<file path="src/rtl/delta_pkg.sv">
package delta_pkg;

    // Vector geometry.
    localparam int VECTOR_LEN  = 4;
    localparam int CELL_WIDTH  = 10;
    localparam int DELTA_WIDTH = VECTOR_LEN * CELL_WIDTH;

    // Layer indexing.
    localparam int LAYER_ADDR_WIDTH = 2;
    localparam int LAYER_MAX        = 3;

    localparam int SHIFT_WIDTH = 4;

    // Configuration register map.
    localparam int                        CFG_ADDR_WIDTH   = 1;
    localparam logic [CFG_ADDR_WIDTH-1:0] CFG_OUTPUT_LAYER = 1'b0;
    localparam logic [CFG_ADDR_WIDTH-1:0] CFG_DELTA_SHIFT  = 1'b1;

    typedef logic signed [CELL_WIDTH-1:0]       cell_t;
    typedef cell_t       [VECTOR_LEN-1:0]       delta_vec_t;
    typedef logic        [LAYER_ADDR_WIDTH-1:0] layer_idx_t;
    typedef logic        [SHIFT_WIDTH-1:0]      shift_t;

    localparam layer_idx_t RESET_OUTPUT_LAYER = layer_idx_t'(LAYER_MAX);
    localparam shift_t     RESET_DELTA_SHIFT  = shift_t'(4);

    // Saturation bounds of one cell.
    localparam cell_t CELL_MAX = {1'b0, {(CELL_WIDTH-1){1'b1}}};
    localparam cell_t CELL_MIN = {1'b1, {(CELL_WIDTH-1){1'b0}}};

endpackage

</file>
<file path="src/rtl/bp_config_regs.sv">
`timescale 1ns/1ps

module bp_config_regs
    import delta_pkg::*;
(
    input  logic                      clk,
    input  logic                      rst,
    input  logic                      cfg_we,
    input  logic [CFG_ADDR_WIDTH-1:0] cfg_addr,
    input  logic [SHIFT_WIDTH-1:0]    cfg_wdata,
    output layer_idx_t                output_layer,
    output shift_t                    delta_shift
);

    layer_idx_t layer_wdata;

    // An index above LAYER_MAX would name a layer that does not exist.
    always_comb begin
        if (cfg_wdata > SHIFT_WIDTH'(LAYER_MAX)) begin
            layer_wdata = layer_idx_t'(LAYER_MAX);
        end else begin
            layer_wdata = cfg_wdata[LAYER_ADDR_WIDTH-1:0];
        end
    end

    always_ff @(posedge clk) begin
        if (rst) begin
            output_layer <= RESET_OUTPUT_LAYER;
        end else if (cfg_we && cfg_addr == CFG_OUTPUT_LAYER) begin
            output_layer <= layer_wdata; // Clipped index.
        end
    end

    always_ff @(posedge clk) begin
        if (rst) begin
            delta_shift <= RESET_DELTA_SHIFT;
        end else if (cfg_we && cfg_addr == CFG_DELTA_SHIFT) begin
            delta_shift <= cfg_wdata;
        end
    end

endmodule

</file>
<file path="src/rtl/layer_sequencer.sv">
`timescale 1ns/1ps

module layer_sequencer
    import delta_pkg::*;
(
    input  logic       clk,
    input  logic       rst,
    input  logic       start,
    input  layer_idx_t output_layer,
    input  logic       layer_ready,
    output layer_idx_t layer,
    output logic       layer_valid,
    output logic       busy,
    output logic       done
);

    logic layer_xfer;

    assign layer_xfer  = layer_valid && layer_ready;
    // An index is on offer for the whole pass.
    assign layer_valid = busy;

    always_ff @(posedge clk) begin
        if (rst) begin
            busy <= 1'b0;
            done <= 1'b0;
        end else begin
            done <= 1'b0; // Single-cycle pulse.
            if (!busy && start) begin
                busy <= 1'b1;
            end else if (layer_xfer && layer == '0) begin
                busy <= 1'b0; // Layer 0 was the last one.
                done <= 1'b1;
            end
        end
    end

    // Index register counts down one step per transfer.
    always_ff @(posedge clk) begin
        if (rst) begin
            layer <= '0;
        end else if (!busy && start) begin
            layer <= output_layer;
        end else if (layer_xfer && layer != '0) begin
            layer <= layer - 1'b1;
        end
    end

endmodule

</file>
<file path="src/rtl/error_fetcher.sv">
`timescale 1ns/1ps

module error_fetcher
    import delta_pkg::*;
(
    input  logic       clk,
    input  logic       rst,
    input  delta_vec_t target,
    input  delta_vec_t activation,
    input  logic       fetch_valid,
    output logic       fetch_ready,
    output delta_vec_t fetch_delta,
    output logic       fetch_delta_valid,
    input  logic       fetch_delta_ready
);

    delta_vec_t diff;

    // Difference at one extra bit, then clamp to the cell range.
    function automatic cell_t sat_diff(input cell_t a, input cell_t b);
        logic signed [CELL_WIDTH:0] d;
        d = a - b;
        if (d[CELL_WIDTH] != d[CELL_WIDTH-1]) begin
            return d[CELL_WIDTH] ? CELL_MIN : CELL_MAX;
        end
        return d[CELL_WIDTH-1:0];
    endfunction

    always_comb begin
        for (int i = 0; i < VECTOR_LEN; i++) begin
            diff[i] = sat_diff(target[i], activation[i]);
        end
    end

    // Output stage empty or draining this cycle.
    assign fetch_ready = !fetch_delta_valid || fetch_delta_ready;

    always_ff @(posedge clk) begin
        if (rst) begin
            fetch_delta_valid <= 1'b0;
        end else if (fetch_ready) begin
            fetch_delta_valid <= fetch_valid;
        end
    end

    always_ff @(posedge clk) begin
        if (fetch_valid && fetch_ready) begin
            fetch_delta <= diff;
        end
    end

endmodule

</file>
<file path="src/rtl/delta_propagator.sv">
`timescale 1ns/1ps

module delta_propagator
    import delta_pkg::*;
(
    input  logic       clk,
    input  logic       rst,
    input  delta_vec_t error_in,
    input  delta_vec_t derivative,
    input  logic       prop_valid,
    output logic       prop_ready,
    input  shift_t     delta_shift,
    output delta_vec_t prop_delta,
    output logic       prop_delta_valid,
    input  logic       prop_delta_ready
);

    typedef logic signed [2*CELL_WIDTH-1:0] prod_t;

    prod_t prod_q [VECTOR_LEN]; // Stage one products.
    logic  s1_valid;
    logic  s1_advance;
    logic  s2_advance;

    // Arithmetic shift, then clamp when the upper bits are not all sign.
    function automatic cell_t shift_sat(input prod_t p, input shift_t s);
        prod_t x;
        x = p >>> s;
        if (&x[2*CELL_WIDTH-1:CELL_WIDTH-1] || !(|x[2*CELL_WIDTH-1:CELL_WIDTH-1])) begin
            return x[CELL_WIDTH-1:0];
        end
        return x[2*CELL_WIDTH-1] ? CELL_MIN : CELL_MAX;
    endfunction

    assign s2_advance = !prop_delta_valid || prop_delta_ready;
    assign s1_advance = !s1_valid || s2_advance;
    assign prop_ready = s1_advance;

    always_ff @(posedge clk) begin
        if (rst) begin
            s1_valid         <= 1'b0;
            prop_delta_valid <= 1'b0;
        end else begin
            if (s1_advance) begin
                s1_valid <= prop_valid;
            end
            if (s2_advance) begin
                prop_delta_valid <= s1_valid;
            end
        end
    end

    always_ff @(posedge clk) begin
        for (int i = 0; i < VECTOR_LEN; i++) begin
            if (prop_valid && s1_advance) begin
                prod_q[i] <= error_in[i] * derivative[i]; // Full-width signed product.
            end
            if (s1_valid && s2_advance) begin
                prop_delta[i] <= shift_sat(prod_q[i], delta_shift);
            end
        end
    end

endmodule

</file>
<file path="src/rtl/delta_picker.sv">
`timescale 1ns/1ps

module delta_picker
    import delta_pkg::*;
(
    input  logic       clk,
    input  logic       rst,
    input  layer_idx_t output_layer,
    input  layer_idx_t layer,
    input  logic       layer_valid,
    output logic       layer_ready,
    input  delta_vec_t fetch_delta,
    input  logic       fetch_delta_valid,
    output logic       fetch_delta_ready,
    input  delta_vec_t prop_delta,
    input  logic       prop_delta_valid,
    output logic       prop_delta_ready,
    output delta_vec_t delta,
    output layer_idx_t delta_layer,
    output logic       delta_valid,
    input  logic       delta_ready
);

    typedef enum logic {IDLE, DONE} state_t;

    state_t     state;
    layer_idx_t layer_buf;
    logic       layer_set;
    delta_vec_t fetch_buf;
    logic       fetch_set;
    delta_vec_t prop_buf;
    logic       prop_set;
    logic       sel_fetch;
    logic       sel_set;
    logic       release_now;

    assign sel_fetch   = layer_buf == output_layer; // Output layer takes the fetcher.
    assign sel_set     = sel_fetch ? fetch_set : prop_set;
    assign release_now = delta_valid && delta_ready;

    assign layer_ready       = !layer_set;
    assign fetch_delta_ready = !fetch_set;
    assign prop_delta_ready  = !prop_set;

    assign delta_valid = state == DONE;
    assign delta       = sel_fetch ? fetch_buf : prop_buf;
    assign delta_layer = layer_buf;

    always_ff @(posedge clk) begin
        if (rst) begin
            state     <= IDLE;
            layer_set <= 1'b0;
            fetch_set <= 1'b0;
            prop_set  <= 1'b0;
        end else begin
            if (state == IDLE && layer_set && sel_set) begin
                state <= DONE;
            end else if (release_now) begin
                state <= IDLE;
            end
            // Empty buffers fill and the selected pair clears on release.
            if (layer_valid && !layer_set) begin
                layer_set <= 1'b1;
            end else if (release_now) begin
                layer_set <= 1'b0;
            end
            if (fetch_delta_valid && !fetch_set) begin
                fetch_set <= 1'b1;
            end else if (release_now && sel_fetch) begin
                fetch_set <= 1'b0;
            end
            if (prop_delta_valid && !prop_set) begin
                prop_set <= 1'b1;
            end else if (release_now && !sel_fetch) begin
                prop_set <= 1'b0; // Fetcher buffer waits for its own layer.
            end
        end
    end

    always_ff @(posedge clk) begin
        if (layer_valid && !layer_set) begin
            layer_buf <= layer;
        end
        if (fetch_delta_valid && !fetch_set) begin
            fetch_buf <= fetch_delta;
        end
        if (prop_delta_valid && !prop_set) begin
            prop_buf <= prop_delta;
        end
    end

endmodule

</file>
<file path="src/rtl/backprop_delta_top.sv">
`timescale 1ns/1ps

module backprop_delta_top
    import delta_pkg::*;
(
    input  logic                      clk,
    input  logic                      rst,
    input  logic                      cfg_we,
    input  logic [CFG_ADDR_WIDTH-1:0] cfg_addr,
    input  logic [SHIFT_WIDTH-1:0]    cfg_wdata,
    input  logic                      start,
    output logic                      busy,
    output logic                      done,
    input  delta_vec_t                target,
    input  delta_vec_t                activation,
    input  logic                      fetch_valid,
    output logic                      fetch_ready,
    input  delta_vec_t                error_in,
    input  delta_vec_t                derivative,
    input  logic                      prop_valid,
    output logic                      prop_ready,
    output delta_vec_t                delta,
    output layer_idx_t                delta_layer,
    output logic                      delta_valid,
    input  logic                      delta_ready
);

    layer_idx_t output_layer;
    shift_t     delta_shift;
    layer_idx_t layer;
    logic       layer_valid;
    logic       layer_ready;
    delta_vec_t fetch_delta;
    logic       fetch_delta_valid;
    logic       fetch_delta_ready;
    delta_vec_t prop_delta;
    logic       prop_delta_valid;
    logic       prop_delta_ready;

    bp_config_regs u_cfg (
        .clk, .rst, .cfg_we, .cfg_addr, .cfg_wdata,
        .output_layer, .delta_shift
    );

    layer_sequencer u_seq (
        .clk, .rst, .start, .output_layer, .layer_ready,
        .layer, .layer_valid, .busy, .done
    );

    error_fetcher u_fetch (
        .clk, .rst, .target, .activation, .fetch_valid, .fetch_ready,
        .fetch_delta, .fetch_delta_valid, .fetch_delta_ready
    );

    delta_propagator u_prop (
        .clk, .rst, .error_in, .derivative, .prop_valid, .prop_ready,
        .delta_shift, .prop_delta, .prop_delta_valid, .prop_delta_ready
    );

    delta_picker u_pick (
        .clk, .rst, .output_layer, .layer, .layer_valid, .layer_ready,
        .fetch_delta, .fetch_delta_valid, .fetch_delta_ready,
        .prop_delta, .prop_delta_valid, .prop_delta_ready,
        .delta, .delta_layer, .delta_valid, .delta_ready
    );

endmodule

</file>
<file path="config.mk">
export PLATFORM = sky130hd
export DESIGN_NAME = backprop_delta_top
export DESIGN_NICKNAME = d
export VERILOG_FILES = /design/src/rtl/delta_pkg.sv /design/src/rtl/bp_config_regs.sv /design/src/rtl/layer_sequencer.sv /design/src/rtl/error_fetcher.sv /design/src/rtl/delta_propagator.sv /design/src/rtl/delta_picker.sv /design/src/rtl/backprop_delta_top.sv
export SDC_FILE = /design/constraint.sdc
export NUM_CORES = 2
export LEC_CHECK = 0
export BUFFER_PORTS_ARGS = -buffer_cell sky130_fd_sc_hd__buf_2
export CAP_MARGIN = 25
export CORE_ASPECT_RATIO = 0.75
export CORE_MARGIN = 3
export CORE_UTILIZATION = 56
export CTS_CLUSTER_DIAMETER = 120
export DETAILED_ROUTE_END_ITERATION = 10
export GPL_ROUTABILITY_DRIVEN = 1
export MAX_ROUTING_LAYER = met4
export PLACE_DENSITY = 0.73
export SKIP_CTS_REPAIR_TIMING = 1
export SLEW_MARGIN = 30
export SYNTH_ARGS = -nofsm -noshare
export SYNTH_HDL_FRONTEND = slang
export SYNTH_SLANG_ARGS = --single-unit
</file>
<file path="constraint.sdc">
create_clock -name clk -period 11 [get_ports clk]
set_input_delay 2.2 -clock clk [delete_from_list [all_inputs] [get_ports clk]]
set_output_delay 2.2 -clock clk [all_outputs]
set_load 0.01 [all_outputs]
</file>
==> impl_metrics.ini <==
[timing]
whs_ns = 0.4182
final_hold_viol_count = 0
fin_crit_ns = 6.871
setup_viol = 0
max_freq_mhz = 145.5
tns_ns = 0
drv_slew = 0
slew_headroom_pct = 36.08
worst_pin_slew_ns = 0.9588
period_share_pct = 62.47
finClkSkew_ns = 0.01791
rsz0062_at_grt = false

[power_and_ir_drop]
p_total_w = 0.007788
p_int_w = 0.004363
p_per_area_nw_per_um2 = 235.7
ir_worst_vdd_v = 0.0001640
seq_power_share_pct = 22.7
switchingPower_w = 0.003425
leakagePower_nw = 15.48
pwr-share-clk_pct = 10.3
switching_share_pct = 43.98
comb_power_share_pct = 67.0

[synthesis]
synthArstFlopShare_pct = 0
yosysMostFrequentCell = inv_1
synth.avg_cell_area_sq_um = 9.861
synth-edff-count = 242
synth_top_area_share_pct = 24.04
syn-instance-count = 3108
synth_area_leaders = fa_1 24%, edfxtp_1 24%, ha_1 9.7%
synth_seq_cells = 259
synth_top_area_cell = fa_1
yosys-top-cells-count = 607 x inv_1, 368 x fa_1, 312 x nand2_1
syn_nets = 3885
ys_types = 76
yosys_warnings = 0
ys_seq_area_share_pct = 24.82
syn_area_sq_um = 30650
ys.flop_type = edfxtp_1

[cells_and_area]
drive_gt1_share_pct = 12.18
area_growth_syn_to_layout_pct = 7.790
nets = 4009
finish.instance_area_sq_um = 33030
final_cells = 3966

[detailed_routing]
vias_per_cell = 5.504
routedWlPerCell_um = 16.40
drtPass1Iterations = 6
wirelength_um = 65060
drc = 0
vias = 21830
drt_iter0_drc = 1247
ant_nets = 0

[job]
max-cap-violations = 0

[clock_network]
cts_buffer_depth = 3
clk_latency_ns = 0.55
root_buffer = clkbuf_16
cts_tree = done
clk_pin_slew_ns = 0.06
numCtsBuffers = 26
htree_levels = 1
cts_sinks = 259

[setup_path]
cp_max_fo = 9
cp_cell_sequence = buf_2 > clkinv_1 > nor2_1 > fa_1 > fa_1 > fa_1 > fa_1 > inv_1 > fa_1 > inv_1 > ha_1 > and2_1 > and3_1 > a211o_1 > o31ai_1 > nand2_1 > a31oi_1 > xnor2_1
end_kind = register
slowest_stage = fa_1
cp_common_cell = fa_1
cp_data_required_time_ns = 11.28
timing_worst_setup_path_type = input port to register
cpPeakStageDelay_ns = 0.52
start_kind = input port
crit_arrival_ns = 7.15

[grt]
grt_pass1_vias = 22310
grt_max_degree = 81
met2_usage_pct = 36.64
grt_use_met3_pct = 3.328
grt_remaining_overflow = 0
grt_usage_pct = 23.31
antenna_found_initial = 5
grt_pass1_wl_um = 109700
grt_busiest_layer = met2
met1_usage_pct = 33.64

[die]
core.rowCount = 73
die_w_um = 276.1
ios = 219
die_h_um = 208.6
core_sq_um = 53520
die_area_sq_um = 57600
start_util_pct = 57.26

[outcome]
outcome = completed

[placed_design]
placed_cells = 3915
port_buffers = 218
place_congestion = 0.9494
place_area_sq_um = 32230
dp_hpwl_um = 53130

[hold_path]
min_path_type = register to register
[per-stage QoR]
| step | utilization [%] | worst slack, ns |
|---|---|---|
| 2_1_floorplan | - | 3.967 |
| 6_report | 61.72 | 4.129 |
| 5_1_grt | 61.72 | 3.873 |
| 4_1_cts | 61.65 | 4.223 |
| 3_5_place_dp | 60.22 | 3.650 |
| 3_3_place_gp | 60.06 | 3.816 |
[metal layers]
metal | routed length, um | vias up
met3 | 3887 | 61
met2 | 30310 | 620
met5 | 0 | -
li1 | - | 10350
met1 | 30350 | 10800
met4 | 516 | 0
[state kept, by name, summed over array words and instances (netlist names), 4 cells and up]
signal and flops:
u_pick.prop_buf 40, u_fetch.fetch_delta 40, u_prop.prop_delta 40, u_cfg.delta_shift 4
u_pick.fetch_buf 40, u_prop.prod_q 80
[logic make-up (layout without fill, tap and decap cells)]
| logic type | count (synthesis) | after routing | synth area share, % |
|---|---|---|---|
| buf+inv | 745 | 889 | 9.402 |
| simple gates | 738 | 738 | 11.27 |
| fa+ha+maj | 622 | 622 | 34.27 |
| compound gates | 461 | 461 | 9.517 |
| flops | 259 | 259 | 24.82 |
| mux | 165 | 165 | 7.345 |
| xor+xnor | 118 | 118 | 3.372 |
| other cells | 0 | 2 | 0 |
[final timing paths]
kind	startpoint	to	slack [ns]	depth (start not counted)
worst min-delay path	u_fetch.fetch_delta[6]	u_pick.fetch_buf[6]	0.42	0
worst max-delay path	derivative[39]	u_prop.prod_q[3][19]	4.13	18
worst min register to register	u_fetch.fetch_delta[6]	u_pick.fetch_buf[6]	0.42	0
worst max register to register	u_cfg.delta_shift[1]	u_prop.prop_delta[22]	6.98	8
[area by class of cell]
type                            instances  area (sq um)
Fill cell                            4473         20490
Multi-Input combinational cell       2104         20200
Sequential cell                       259          7616
Inverter                              611          2293
Timing Repair Buffer                  230          1265
Tap cell                              712         890.9
Clock buffer                           33         676.9
Clock inverter                         15         91.34
Antenna cell                            2         5.005
[power by group through the flow]
stage / clock (W) / combinational, W / sequential [W]
after CTS: 0.000820 / 0.00525 / 0.00177
final: 0.000800 / 0.00522 / 0.00177
after detailed placement: 0 / 0.00522 / 0.00179
after global routing: 0.000854 / 0.00599 / 0.00180
after global placement: 0 / 0.00504 / 0.00178
after floorplan: 0 / 0.00413 / 0.00170
[cell usage in the layout (no fill, tap or decap), drive strengths merged, types with 21 or more instances in the layout]
master	synthesis	routed
and2	160	160
fa	368	368
inv	607	607
a211oi	27	27
clkbuf	99	33
o21ai	113	113
nor2	144	144
xor2	29	29
nor2b	36	36
nand2b	30	30
mux2	70	70
ha	237	237
o21a	21	21
buf	35	230
mux4	40	40
mux2i	55	55
a21o	31	31
nand2	312	312
edfxtp	242	242
a21oi	142	142
xnor2	89	89
[critical path: cells and delay by family]
| family | cells | cell delay (ns) |
|---|---|---|
| AOI/OAI and AO/OA | 3 | 0.94 |
| buffers and inverters | 4 | 0.49 |
| xor gates and xnor gates | 1 | 0.10 |
| adders and majority gates | 6 | 2.71 |
| and+or+nand+nor | 4 | 0.71 |
Power figures use the tool's default switching activity.
